`config.mk`:
```
export PLATFORM = sky130hd
export DESIGN_NAME = tl_posted_wr
export DESIGN_NICKNAME = d
export VERILOG_FILES = /design/src/hw/tl_axi_pkg.sv /design/src/hw/tl_posted_wr.sv
export SDC_FILE = /design/constraint.sdc
export NUM_CORES = 1
export LEC_CHECK = 0
export ABC_AREA = 1
export BUFFER_PORTS_ARGS = -buffer_cell sky130_fd_sc_hd__buf_2
export CAP_MARGIN = 20
export CORE_AREA = 2 2 267 269
export DETAILED_ROUTE_END_ITERATION = 12
export DIE_AREA = 0 0 269 271
export SLEW_MARGIN = 30
export SYNTH_ARGS = -nofsm -noshare
export SYNTH_HDL_FRONTEND = slang
export SYNTH_SLANG_ARGS = --single-unit
export TNS_END_PERCENT = 30
```
`constraint.sdc`:
```
create_clock -name clk -period 1.25 [get_ports clk]
set_input_delay 0.1875 -clock clk [delete_from_list [all_inputs] [get_ports clk]]
set_output_delay 0.1875 -clock clk [all_outputs]
set_load 0.01 [all_outputs]
```
`src/hw/tl_axi_pkg.sv`:
```
// ******************************
// PCIe TL to AXI bridge types
// ******************************
package tl_axi_pkg;

    // ******************************
    // Widths and constants
    // ******************************
    localparam int ADDR_W        = 64;                   // AXI address
    localparam int DATA_W        = 256;                  // One data beat
    localparam int BEAT_BYTES    = DATA_W / 8;           // 32B per beat
    localparam int RCB_BYTES     = 128;                  // Read completion boundary
    localparam int BEATS_PER_RCB = RCB_BYTES / BEAT_BYTES;

    // ******************************
    // Opcodes and states
    // ******************************
    typedef enum logic [7:0] {
        MEM_RD = 8'h20,                                  // 4DW header, no data
        MEM_WR = 8'h60,                                  // 4DW header, with data
        CPL_D  = 8'h4A                                   // Completion with data
    } tlp_fmt_type_e;

    typedef enum logic [2:0] {
        CPL_SC = 3'b000,                                 // Successful completion
        CPL_UR = 3'b001                                  // Unsupported request
    } cpl_status_e;

    typedef enum logic {
        HEADER,
        PAYLOAD
    } pw_state_e;

    typedef enum logic {
        NP_READ,
        CPL_GEN
    } np_state_e;

    // ******************************
    // Header and channel payloads
    // ******************************
    // Request header, already decoded from the TLP
    typedef struct packed {
        logic [9:0]        length_dw;
        logic [ADDR_W-1:0] addr;
        logic [9:0]        tag;
        logic [15:0]       requester_id;
    } tlp_req_hdr_t;

    typedef struct packed {
        logic [ADDR_W-1:0] addr;
        logic [7:0]        len;                          // Beats minus one
    } axi_a_t;

    typedef struct packed {
        logic [DATA_W-1:0] data;
        logic              last;
    } axi_w_t;

    typedef struct packed {
        logic [DATA_W-1:0] data;
        logic              last;
    } axi_r_t;

    typedef struct packed {
        tlp_fmt_type_e fmt_type;
        cpl_status_e   status;
        logic [9:0]    length_dw;
        logic [15:0]   completer_id;
        logic [11:0]   byte_count;                       // Remaining incl. this piece
        logic [15:0]   requester_id;
        logic [9:0]    tag;
        logic [6:0]    lower_addr;
    } tlp_cpl_hdr_t;

endpackage

```
`src/hw/tl_posted_wr.sv`:
```
// ******************************
// Posted write to AXI write
// ******************************
`timescale 1ns/1ns
module tl_posted_wr (
    input  logic                          clk,
    input  logic                          rst_n,
    input  tl_axi_pkg::tlp_req_hdr_t      hdr_i,
    input  logic                          hdr_empty_i,
    output logic                          hdr_rden_o,
    input  logic [tl_axi_pkg::DATA_W-1:0] data_i,
    input  logic                          data_empty_i,
    output logic                          data_rden_o,
    output tl_axi_pkg::axi_a_t            aw_o,
    output logic                          aw_valid_o,
    input  logic                          aw_ready_i,
    output tl_axi_pkg::axi_w_t            w_o,
    output logic                          w_valid_o,
    input  logic                          w_ready_i
);
    localparam int DW_PER_BEAT = tl_axi_pkg::BEAT_BYTES / 4;

    tl_axi_pkg::pw_state_e state;
    logic [7:0]            beat_cnt;                     // Beats left after the current one

    // ******************************
    // AW and W channel drive
    // ******************************
    assign aw_o.addr = hdr_i.addr;
    assign aw_o.len  = 8'(hdr_i.length_dw / DW_PER_BEAT) - 8'd1;

    assign aw_valid_o = (state == tl_axi_pkg::HEADER) && !hdr_empty_i;
    assign hdr_rden_o = aw_valid_o && aw_ready_i;        // Pop on AW handshake

    assign w_o.data    = data_i;
    assign w_o.last    = (state == tl_axi_pkg::PAYLOAD) && (beat_cnt == 8'd0);
    assign w_valid_o   = (state == tl_axi_pkg::PAYLOAD) && !data_empty_i;
    assign data_rden_o = w_valid_o && w_ready_i;         // One beat per W handshake

    // ******************************
    // Burst control
    // ******************************
    always_ff @(posedge clk) begin
        if (!rst_n) begin
            state    <= tl_axi_pkg::HEADER;
            beat_cnt <= 8'd0;
        end else begin
            case (state)
                tl_axi_pkg::HEADER: begin
                    if (hdr_rden_o) begin
                        state    <= tl_axi_pkg::PAYLOAD;
                        beat_cnt <= aw_o.len;
                    end
                end
                tl_axi_pkg::PAYLOAD: begin
                    if (data_rden_o) begin
                        beat_cnt <= beat_cnt - 8'd1;
                        if (w_o.last) begin
                            state <= tl_axi_pkg::HEADER;  // Burst done
                        end
                    end
                end
                default: begin
                    state <= tl_axi_pkg::HEADER;
                end
            endcase
        end
    end

endmodule

```
; Word-level counts from Yosys, hierarchy flattened
; Index checks and enable logic that the tools add are counted.
[totals]
ff_bits = 9
wordCells = 23
out_inout_bits = 333
input_bits = 362
[classes]
n_reduce_logical = 9
n_bitwise = 1
n_mux = 7
eq_ne = 2
addsub = 2
[op_table]
columns = operator, n
row1 = $mux W8, 2
row2 = $pmux W8 S2, 1
row3 = $logic_not A8 Y1, 1
row4 = $sub A7 B1 Y8 const B, 1
row5 = $sub A8 B1 Y8 const B, 1
row6 = $logic_and A1 B1 Y1, 5
row7 = $ne A2 B2 Y1 const B, 2
row8 = $mux W1, 3
row9 = $logic_not A1 Y1, 2
row10 = $pmux W1 S2, 1
row11 = $reduce_and A2 Y1, 1
row12 = $not A1 Y1, 1

; Logic depth before layout (Yosys ltp)
; Gate-level depths: netlist of the first run.
[logic_depth]
word_depth = 5
depth_mapped = 11
depth_no_buf = 11

; Worst setup path before layout of the first run
; Ideal clock, no wire load.
[synth_path]
kind = input-to-reg
start = input hdr_i[93] in the netlist's numbering
end = register beat_cnt[6]
arrival_ns = 1.162
cell_stages = 11
slack_ns = -0.021
t_required_ns = 1.141
setup_ns = 0.109
cell_sequence = inv_1 -> ha_1 -> inv_1 -> nor2_1 -> nand3_1 -> nand2_1 -> nand2_1 -> nand2_1 -> nand3_1 -> nand2_1 -> inv_1
[synth_rtl]
columns = item, line
row1 = "start, declared", tl_posted_wr.sv:8  ; input tl_axi_pkg::tlp_req_hdr_t hdr_i,
row2 = "end signal, assigned", tl_posted_wr.sv:52  ; beat_cnt <= aw_o.len;
row3 = "end signal, assigned", tl_posted_wr.sv:57  ; beat_cnt <= beat_cnt - 8'd1;
row4 = "end, declared", tl_posted_wr.sv:24  ; logic [7:0] beat_cnt;

==> summary.md, run 1 <==
| Metric | Value |
|---|---|
| Slew Limit Fails | 0 |
| Hold Path Stages | 3 |
| CP max-delay cell | dfxtp_2 |
| Syn nets | 825 |
| Hold crit path type | input pin to register |
| Die height | between 200 and 300 um |
| Worst slew margin | 0.857 |
| Synthesized instance count | between 400 and 500 |
| Total power | approximately 0.0017 W |
| Cell taking the most area after synthesis | buf_4 |
| Register area share after synthesis | 0.0568 |
| Yosys top cell area share | 0.759 |
| Critical Path Start Type | register |
| Crit path max fanout | 2 |
| Synth Area in Adders | 0.0118 |
| Unrepaired setup endpoints after global routing | yes |
| Worst hold endpoint | beat_cnt[1] |
| Core Area | ~0.07 mm2 |
| Storage element area | 186 um2 |
| Vias per inst | 1.46 |
| CTS hold repair buffers | 0 |
| Failing checks | negative setup slack |
| Hold WS | approximately 220 ps |
| Hold_sp | rst_n |
| DRC Markers | 0 |
| Flop2flop setup slack | -60 ps |
| HPWL Detailed | between 15 and 20 mm |
| Synth area leaders | buf_4 (76%), dfxtp_1 (5.7%), nand2_1 (4.7%), inv_1 (3.7%), nand3_1 (1.9%) |
| Warning count from the yosys run | 0 |
| Compound-gate portion of the synthesized area | 0.0390 |
| Worst-Margin Slew | between 200 and 250 ps |
| Mapped cell area | about 0.0032 mm2 |
| Die area | 0.0729 mm2 |
| Pin count of the biggest net entering global routing | 9 |
| CTS Sinks | 9 |
| Arr. time, crit path | ~1300 ps |
| Yosys cell types | 18 |
| Initial Utilization | 0.0455 |
| Fin nets | 566 |
| Final WS setup | -250 ps |
| GRT Util Overall | 0.0545 |
| Crit. End Element | output port |
| Period minus WS final | ~1500 ps |
| Final count of hold timing violations | 0 |
| Num CTS Buffers | 3 |
| Crit-path cells | inv_2 > ha_4 > nand2_2 > nor3_2 > nand2_2 > inv_2 > buf_6 |
| Finish-stage setup viols | 9 |
| Global-route wire length before repair | ~24 mm |
| Maxcap violations | 0 |
| Routed wire length | 21.0 mm |
| Xor and xnor fraction of the mapped netlist area | 0 |
| Post-synthesis register bit count | 9 |
| Crit path buf inv count | 3 |
| Pwr/cell area | between 600 and 700 mW/mm2 |
| Fin crit share | 1.20 |
| Main combinational cell family by area after synthesis | buffers and inverters |
| Worst R2R End | beat_cnt[2] |
| Clock Skew | approximately 16 ps |
| Layout cells sized above 1 | 0.490 |
| # H-tree levels | 1 |
| CP required | 1060 ps |
| Clk slew on worst S/H paths | 50 ps |
| Total congestion overflow | 0 |
| Max frequency | between 600 and 700 MHz |
| Ant diodes | 0 |
| Top-Level Pins | between 600 and 700 |
| Fillers | between 8000 and 9000 |
| Status | finished with violations |
| Post-synthesis mux area share | 0 |
| VDD IR max | between 300 and 400 uV |
| Post-synthesis area per instance | roughly 6.9 um2 |
| Area Growth Syn to Fin | -15.1% |
| Vias in the first global route | around 1800 |
| Lkg Pwr | around 0.82 nW |
| Worst Reg-to-Reg Cells | 7 |
| Routability congestion estimate | roughly 0.68 |
| Standard-cell rows | 97 |
| # port buffers | 25 |
| R2R Path Start | state |
| Post-route ant nets | 0 |
| Via Count | ~1700 |
| Post-Synth Simple-Gate Area | 0.0914 |
| Die Wd | roughly 270 um |
| WS Path Type | register to output port |
| Clock buffer depth | 2 |
| Worst skew pair latency | roughly 270 ps |
| First-pass detailed-route iteration total | 4 |
| WL/cell | 18.5 um |
| Slowest stage delay, CP | 320 ps |
| Root Driver | clkbuf_16 |
| Multi-input gate area in the final layout | ~600 um2 |
| Initial antenna violation count | 4 |
| Largest delay share family, worst path | flip-flops |
| Starting DRT DRC Count | slightly below 70 |
| TritonCTS clock tree | yes |
==> per-stage QoR <==
stage                     cell area [um2]  worst slack [ps]    util  TNS (ps)  cells
final                                2700              -250  0.0386      -611   1140
after global routing                 2700              -305  0.0386     -1400   1140
after CTS                            2650              -340  0.0380     -1050   1140
after detailed placement             2360              -259  0.0338     -1890   1131
after global placement               2360              -231  0.0338     -1760   1131
after floorplan                      3180              42.8       -         0    460
==> routing by layer <==
metal | share of wire | vias up | wire, um | track usage
met1 | 0.24 | 585 | 5010 | 0.0383
met3 | 0.27 | 205 | 5680 | 0.0635
met2 | 0.33 | 313 | 7000 | 0.0641
met5 | 0.00057 | - | 12 | 0
met4 | 0.16 | 2 | 3340 | 0.0740
li1 | - | 554 | - | -
==> cells in the final DEF, fill, tap and decap left out, types with 2 or more instances in the layout <==
| cell type | count |
|---|---|
| buf_4 | 23 |
| dfxtp_1 | 6 |
| buf_12 | 6 |
| o21ai_0 | 2 |
| nand2_1 | 35 |
| inv_2 | 4 |
| inv_6 | 2 |
| o21ai_2 | 4 |
| dfxtp_2 | 2 |
| buf_2 | 18 |
| a21oi_2 | 2 |
| ha_4 | 2 |
| nand3_1 | 10 |
| nand2_4 | 2 |
| nand2_2 | 4 |
| nor2_2 | 2 |
| buf_6 | 11 |
| nor2_1 | 7 |
| clkbuf_16 | 3 |
| a21oi_1 | 7 |
| nor2_4 | 4 |
| o21ai_1 | 7 |
| inv_1 | 24 |
==> worst max-delay path by stage <==
stage           startpoint           to  slack (ps)  depth (start not counted)
2_1_floorplan    hdr_i[93]  beat_cnt[6]          40                         11
6_report       beat_cnt[1]       w_o[0]        -250                          7
4_1_cts        beat_cnt[1]       w_o[0]        -340                          7
3_3_place_gp         state  beat_cnt[6]        -230                          8
3_5_place_dp   beat_cnt[0]       w_o[0]        -260                          8
5_1_grt        beat_cnt[3]       w_o[0]        -300                          7
==> worst register-to-register path, delay by kind of cell, from the launching register on <==
family	cells	cell delay, ps
simple gates	3	340
buf+inv	1	120
compound gates	3	410
flops	1	360
==> synthesized netlist by cell type <==
library cell and n:
ha_1 3, nand2_2 2, nand4_1 1, nor2_2 1, o21ai_1 7, o21bai_1 1, nand2_1 40, a31oi_1 1
buf_2 1, o21ai_0 6, buf_6 1, dfxtp_1 9, nor2_1 12, nor3_1 2, buf_4 321, a21oi_1 9
inv_1 31, nand3_1 12
==> where the power goes <==
part | total [W] | switching, W | internal [W] | leakage [nW]
Combinational | 0.000660 | 0.000351 | 0.000309 | 0.700
Sequential | 0.000330 | 0.0000189 | 0.000311 | 0.0753
Clock | 0.000693 | 0.000262 | 0.000431 | 0.0409
Total | 0.00168 | 0.000633 | 0.00105 | 0.816
==> cells by family (layout without fill, tap and decap cells) <==
family / count (synthesis) / after routing
buffers and inverters: 354 / 94
and+or+nand+nor: 70 / 70
AOI/OAI and AO/OA: 24 / 24
DFF: 9 / 9
adders and majority gates: 3 / 3
==> layout make-up <==
type	count	area share
inverters	31	0.0478
clock buffers	3	0.0279
well taps	940	0.436
multi-input cells	97	0.223
flip-flops and latches	9	0.0692
repair buffers	59	0.194
clock inverters	1	0.00186
==> flip-flops by register name (all words and copies together) (netlist names) <==
| signal | flops |
|---|---|
| beat_cnt | 8 |
| state | 1 |
==> repair_timing <==
item | 4_1_cts | 5_1_grt
setup endpoints to repair | 17 | 18
resized for setup | 55 | 17
pin swaps | 10 | 7
buffers inserted | 9 | 1
gates cloned | 0 | 0
No activity file was read; power rests on OpenSTA's default activity.
==> run 2: changes to the inputs <==
==> constraint.sdc (replaced) <==
create_clock -name clk -period 1.4 [get_ports clk]
set_input_delay 0.21 -clock clk [delete_from_list [all_inputs] [get_ports clk]]
set_output_delay 0.21 -clock clk [all_outputs]
set_load 0.01 [all_outputs]
==> run 2 against run 1 <==
  * The run still ends with negative setup slack left
  * Setup slack better by 130 ps
  * Largest power group unchanged
  * Clock power down 23%
  * Sequential share of layout area rose by 0.44 points
  * Largest cell class unchanged
  * Critical endpoint is now data_rden_o
==> summary.md, run 2 (same netlist as run 1, synthesis figures left out) <==
| Metric | Value |
|---|---|
| Status | finished with violations (unchanged) |
| Failing checks | negative setup slack (unchanged) |
| Logic gate share of total power | 0.348 (was 0.392) |
| TritonCTS clock tree | yes (unchanged) |
| Routed wire length | 18.9 mm (was 21.0 mm) |
| Global-route wire length before repair | 21.8 mm (was 24.1 mm) |
| Arr. time, crit path | 1310 ps (about the same) |
| Clk pwr share | 0.417 (was 0.412) |
| HPWL Detailed | 16.7 mm (was 18.8 mm) |
| Total congestion overflow | 0 (unchanged) |
| Final count of hold timing violations | 0 (unchanged) |
| Fillers | 8346 (was 8318) |
| Worst R2R End | beat_cnt[6] (was beat_cnt[2]) |
| GRT Util Overall | 0.0481 (was 0.0545) |
| CP required | 1190 ps (was 1060 ps) |
| Storage element area | 184 um2 (was 186 um2) |
| Post-route ant nets | 0 (unchanged) |
| Worst slew margin | 0.854 (was 0.857) |
| Period minus WS final | ~1500 ps |
| Cell area after layout | 0.00250 mm2 (was 0.00270 mm2) |
| Fin nets | 555 (was 566) |
| Clk slew on worst S/H paths | 50 ps (about the same) |
| Die area | 0.0729 mm2 (unchanged) |
| Crit path max fanout | 3 (was 2) |
| Internal power | 0.000851 W (was 0.00105 W) |
| Layout cells sized above 1 | 0.418 (was 0.490) |
| Fin crit share | 1.09 |
| Sequential fraction of design power | 0.235 (was 0.196) |
| Commonest non-fill, non-tap cell in the layout | nand2_1 (unchanged) |
| R2R Path Start | state (unchanged) |
| Hold WS | 256 ps (was 220 ps) |
| Net switching power | 0.000427 W (was 0.000633 W) |
| # H-tree levels | 1 (unchanged) |
| Top flop regs | beat_cnt: 8 flops, state: 1 flops (unchanged) |
| Worst hold endpoint | beat_cnt[3] (was beat_cnt[1]) |
| Pwr/cell area | 511 mW/mm2 (was 624 mW/mm2) |
| Core Area | 0.0698 mm2 (unchanged) |
| Max frequency | between 600 and 700 MHz |
| Num CTS Buffers | 3 (unchanged) |
| Area of placed instances | 0.00220 mm2 (was 0.00236 mm2) |
| VDD IR max | 514 uV (was 302 uV) |
| Critical Path Start Type | register (unchanged) |
| # port buffers | 25 (unchanged) |
| Via Count | 1622 (was 1659) |
| Pin count of the biggest net entering global routing | 12 (was 9) |
| WL/cell | 16.7 um (was 18.5 um) |
| Worst Reg-to-Reg Cells | 10 (was 7) |
| WS Path Type | register to output port (unchanged) |
| CP max-delay cell | dfxtp_2 (unchanged) |
| Clock buffer depth | 2 (unchanged) |
| Starting DRT DRC Count | 49 (was 68) |
| Unrepaired setup endpoints after global routing | yes (unchanged) |
| Root Driver | clkbuf_16 (unchanged) |
| Switching part of the total | 0.334 (was 0.376) |
| Slew Limit Fails | 0 (unchanged) |
| Top cell by count, worst path | buf_8 |
| Multi-input gate area in the final layout | 549 um2 (was 602 um2) |
| Layout Utilization | 0.0358 (was 0.0386) |
| Hold_sp | rst_n (unchanged) |
| DRC Markers | 0 (unchanged) |
| CTS hold repair buffers | 0 (unchanged) |
| Most frequent cells in the layout | nand2_1 (36), inv_1 (22), buf_2 (19) (was nand2_1 (35), inv_1 (24), buf_4 (23)) |
| Initial antenna violation count | 1 (was 4) |
| Area Growth Syn to Fin | -21.3% (was -15.1%) |
| Slowest stage delay, CP | 330 ps (was 320 ps) |
| Worst skew pair latency | 240 ps (was 270 ps) |
| Final WS setup | -119 ps (was -250 ps) |
| Worst-Margin Slew | 216 ps (was 214 ps) |
| Top-Level Pins | 695 (unchanged) |
| Die height | 271 um (unchanged) |
| Largest register FFs | 8 (unchanged) |
| Lkg Pwr | 0.730 nW (was 0.816 nW) |
| Biggest register | beat_cnt (unchanged) |
| Vias in the first global route | 1725 (was 1788) |
| First-pass detailed-route iteration total | 4 (unchanged) |
| Flop2flop setup slack | 10 ps (was -60 ps) |
| CTS Sinks | 9 (unchanged) |
| Maxcap violations | 0 (unchanged) |
| Vias per inst | 1.44 (was 1.46) |
| Die Wd | 269 um (unchanged) |
| Crit-path cells | buf_12 > buf_4 > buf_8 > nand3_4 > buf_6 > inv_2 > buf_8 (was inv_2 > ha_4 > nand2_2 > nor3_2 > nand2_2 > inv_2 > buf_6) |
| Crit. End Element | output port (unchanged) |
| Hold Path Stages | 3 (unchanged) |
| Initial Utilization | 0.0455 (unchanged) |
| Standard-cell rows | 97 (unchanged) |
| Routability congestion estimate | 0.651 (was 0.678) |
| Clock Skew | 5.89 ps (was 15.8 ps) |
| Hold crit path type | input pin to register (unchanged) |
| Finish-stage setup viols | 3 (was 9) |
[run 2: cell types whose count changed in the layout (fill, tap and decap cells not counted), sizes merged]
cell and delta:
diode +1, inv -1, buf -11, clkinvlp +1
[run 2: what timing repair did]
item / in CTS / in global routing
buffers inserted: 4 / 3
pin swaps: 3 / 6
setup endpoints to repair: 12 / 14
gates resized for setup: 30 / 21
gates cloned: 0 / 0
[run 2: stage by stage]
stage | instances | setup TNS [ps] | total power, W | setup slack [ps]
2_1_floorplan | 460 | 0 | 0.00143 | 107
4_1_cts | 1126 | -540 | 0.00127 | -175
3_5_place_dp | 1118 | -427 | 0.000668 | -104
5_1_grt | 1129 | -802 | 0.00137 | -189
6_report | 1130 | -277 | 0.00128 | -119
3_3_place_gp | 1118 | -333 | 0.000669 | -93.8
[run 2: worst max-delay path: cells and delay by family, from the launching register on]
| kind | cells | cell delay [ps] |
|---|---|---|
| buffers and inverters | 6 | 650 |
| DFF | 1 | 330 |
| and+or+nand+nor | 1 | 90 |
[run 2: worst max-delay path by stage]
stage               startpoint     endpoint  slack (ps)  depth (start not counted)
global placement         state       w_o[0]         -90                          7
CTS                      state       w_o[0]        -170                          7
finish                   state  data_rden_o        -120                          7
global route             state       w_o[0]        -190                          7
floorplan            hdr_i[93]  beat_cnt[6]         110                         11
detailed placement       state       w_o[0]        -100                          7
[run 2: power by group through the flow]
stage	clock network, W	logic, W	registers [W]
5_1_grt	0.000564	0.000504	0.000305
4_1_cts	0.000543	0.000427	0.000297
3_5_place_dp	0	0.000368	0.000300
6_report	0.000534	0.000444	0.000300
2_1_floorplan	0	0.00113	0.000296
3_3_place_gp	0	0.000369	0.000300
[run 2: area by class of cell]
cell class,instances,area share
Tap cell,940,0.471
Sequential cell,9,0.0736
Inverter,31,0.0481
Antenna cell,1,0.00100
Clock buffer,3,0.0300
Clock inverter,1,0.00200
Multi-Input combinational cell,97,0.220
Timing Repair Buffer,48,0.155
[run 2: per-layer routing]
layer / GRT usage / part of all wire
met2: 0.0594 / 0.35
met5: 0 / 0
met3: 0.0549 / 0.28
met4: 0.0668 / 0.15
met1: 0.0318 / 0.22
==> run 3: changes to the inputs <==
--- a/config.mk
+++ b/config.mk
@@ -8,9 +8,9 @@
 export ABC_AREA = 1
 export BUFFER_PORTS_ARGS = -buffer_cell sky130_fd_sc_hd__buf_2
 export CAP_MARGIN = 20
-export CORE_AREA = 2 2 267 269
+export CORE_AREA = 2 2 272 274
 export DETAILED_ROUTE_END_ITERATION = 12
-export DIE_AREA = 0 0 269 271
+export DIE_AREA = 0 0 274 276
 export SLEW_MARGIN = 30
 export SYNTH_ARGS = -nofsm -noshare
 export SYNTH_HDL_FRONTEND = slang
==> constraint.sdc (replaced) <==
create_clock -name clk -period 1.88 [get_ports clk]
set_input_delay 0.282 -clock clk [delete_from_list [all_inputs] [get_ports clk]]
set_output_delay 0.282 -clock clk [all_outputs]
set_load 0.01 [all_outputs]
==> run 3 against run 2 <==
  * The run now ends clean
  * Register-to-register slack better by 360 ps
  * Global-route usage is 0.086 points higher
  * Worst hold slack gained 88 ps
  * Clock power down 28%
  * Combinational power down 50%
  * First-iteration DRC count rose to 2.9 times the previous value
==> summary.md, run 3 (same netlist as run 1, synthesis figures left out) <==
| Metric | Value |
|---|---|
| Status | complete, no violations (was finished with violations) |
| Largest register FFs | 8 (unchanged) |
| Vias per inst | 1.33 (was 1.44) |
| Top-Level Pins | 695 (unchanged) |
| Post-cts gate resize count | 0 (was 30) |
| Critical Path Start Type | input pin (was register) |
| Worst skew pair latency | 240 ps (about the same) |
| Largest delay share family, worst path | simple AND/OR/NAND/NOR gates (was buffers and inverters) |
| VDD IR max | 238 uV (was 514 uV) |
| Area Growth Syn to Fin | -31.5% (was -21.3%) |
| Crit-path cells | buf_2 > inv_1 > ha_1 > inv_1 > nor2_1 > nand4_1 > nand2_1 > buf_2 (was buf_12 > buf_4 > buf_8 > nand3_4 > buf_6 > inv_2 > buf_8) |
| Clock Skew | 1.30 ps (was 5.89 ps) |
| Die area | 0.0756 mm2 (was 0.0729 mm2) |
| Postcts setup bufs | 0 (was 4) |
| Via Count | 1508 (was 1622) |
| Worst-Margin Slew | 491 ps (was 216 ps) |
| # H-tree levels | 1 (unchanged) |
| Pin count of the biggest net entering global routing | 15 (was 12) |
| Die Wd | 274 um (was 269 um) |
| Final setup TNS | 0 ps (was -277 ps) |
| CTS Sinks | 9 (unchanged) |
| Commonest non-fill, non-tap cell in the layout | nand2_1 (unchanged) |
| Biggest register | beat_cnt (unchanged) |
| # port buffers | 25 (unchanged) |
| Arr. time, crit path | 1420 ps (was 1310 ps) |
| Pwr/cell area | 383 mW/mm2 (was 511 mW/mm2) |
| Most frequent cells in the layout | nand2_1 (40), inv_1 (31), buf_2 (25) (was nand2_1 (36), inv_1 (22), buf_2 (19)) |
| GRT Util Overall | 0.0490 (was 0.0481) |
| Fin nets | 534 (was 555) |
| Post-route ant nets | 0 (unchanged) |
| WS Path Type | input pin to output port (was register to output port) |
| Vias in the first global route | 1580 (was 1725) |
| Crit. End Element | output port (unchanged) |
| Internal power | 0.000566 W (was 0.000851 W) |
| WL/cell | 17.4 um (was 16.7 um) |
| TritonCTS clock tree | yes (unchanged) |
| CTS hold repair buffers | 0 (unchanged) |
| DRC Markers | 0 (unchanged) |
| Fillers | 8750 (was 8346) |
| Starting DRT DRC Count | 144 (was 49) |
| Total congestion overflow | 0 (unchanged) |
| Layout Utilization | 0.0300 (was 0.0358) |
| Num CTS Buffers | 3 (unchanged) |
| Die height | 276 um (was 271 um) |
| Placed Instances | 1123 (was 1118) |
| Layout Cells excl Fill | 1130 (unchanged) |
| Finish-stage setup viols | 0 (was 3) |
| Slew Limit Fails | 0 (unchanged) |
| Hold crit path type | input pin to register (unchanged) |
| Unrepaired setup endpoints after global routing | no (was yes) |
| Maxcap violations | 0 (unchanged) |
| Net switching power | 0.000266 W (was 0.000427 W) |
| Crit path max fanout | 5 (was 3) |
| First-pass detailed-route iteration total | 4 (unchanged) |
| Max frequency | between 500 and 600 MHz |
| Routability congestion estimate | 0.669 (was 0.651) |
| HPWL Detailed | 17.5 mm (was 16.7 mm) |
| Clk pwr share | 0.465 (was 0.417) |
| Logic gate share of total power | 0.267 (was 0.348) |
| Switching part of the total | 0.320 (was 0.334) |
| CP max-delay cell | nor2_1 (was dfxtp_2) |
| Period minus WS final | ~1700 ps |
| Routed wire length | 19.7 mm (was 18.9 mm) |
| Initial antenna violation count | 7 (was 1) |
| Clock buffer depth | 2 (unchanged) |
| Core Area | 0.0726 mm2 (was 0.0698 mm2) |
| Worst slew margin | 0.670 (was 0.854) |
| Initial Utilization | 0.0437 (was 0.0455) |
| Standard-cell rows | 99 (was 97) |
| Slowest stage delay, CP | 270 ps (was 330 ps) |
| Top flop regs | beat_cnt: 8 flops, state: 1 flops (unchanged) |
| Root Driver | clkbuf_16 (unchanged) |
| Sequential fraction of design power | 0.267 (was 0.235) |
| Final count of hold timing violations | 0 (unchanged) |
| Crit path buf inv count | 4 (was 6) |
| Clk slew on worst S/H paths | 40 ps (was 50 ps) |
| CP required | 1600 ps (was 1190 ps) |
| Layout cells sized above 1 | 0.196 (was 0.418) |
| Lkg Pwr | 0.598 nW (was 0.730 nW) |
| Global-route wire length before repair | 22.2 mm (was 21.8 mm) |
| Fin crit share | 0.904 |
run 3: cell types whose count changed in the layout (fill, tap and decap cells not counted), sizes merged:
cell and change:
clkinv -1, buf -21, diode +2, inv +1
clkbuf +1, clkinvlp -1
run 3: layer usage:
metal	wire, um	global-route usage	part of all wire
met5	21	0	0.0011
met4	3330	0.0718	0.17
met3	6640	0.0730	0.34
met2	6440	0.0561	0.33
met1	3230	0.0241	0.16
run 3: worst paths after layout:
path | cells past startpoint | endpoint | from | slack [ps]
max | 8 | aw_o[6] | hdr_i[93] | 180
max reg2reg | 5 | beat_cnt[4] | state | 370
min reg2reg | 2 | beat_cnt[4] | beat_cnt[4] | 490
min | 3 | beat_cnt[3] | rst_n | 340
run 3: cell type report:
type	count	area, um2	share of cell area
timing repair buffer	27	140	0.0644
sequential	9	180	0.0829
tap	959	1200	0.552
clock buffer	4	78.8	0.0362
antenna	3	7.51	0.00345
inverter	31	116	0.0535
multi-input combinational	97	452	0.208
run 3: worst reg2reg max path, cell delays in order (launching register included):
cell and delay, ps:
dfxtp_1 480, nand3_1 230, nand2_2 280, o21ai_1 160, o21ai_0 180, a21oi_1 80
run 3: power groups by stage:
stage	Sequential [W]	Combinational, W	Clock (W)
finish	0.000223	0.000222	0.000387
global route	0.000226	0.000261	0.000406
CTS	0.000223	0.000231	0.000395
detailed placement	0.000226	0.000231	0
global placement	0.000225	0.000231	0
floorplan	0.000220	0.000842	0
run 3: through the flow:
| step | hold WS (ps) | setup slack (ps) | power [W] | instance area [um2] |
|---|---|---|---|---|
| finish | 344 | 180 | 0.000832 | 2170 |
| global route | 352 | 18.5 | 0.000892 | 2170 |
| CTS | 345 | 135 | 0.000849 | 2170 |
| detailed placement | 493 | 146 | 0.000457 | 2090 |
| global placement | 482 | 137 | 0.000457 | 2090 |
| floorplan | 405 | 515 | 0.00106 | 3170 |
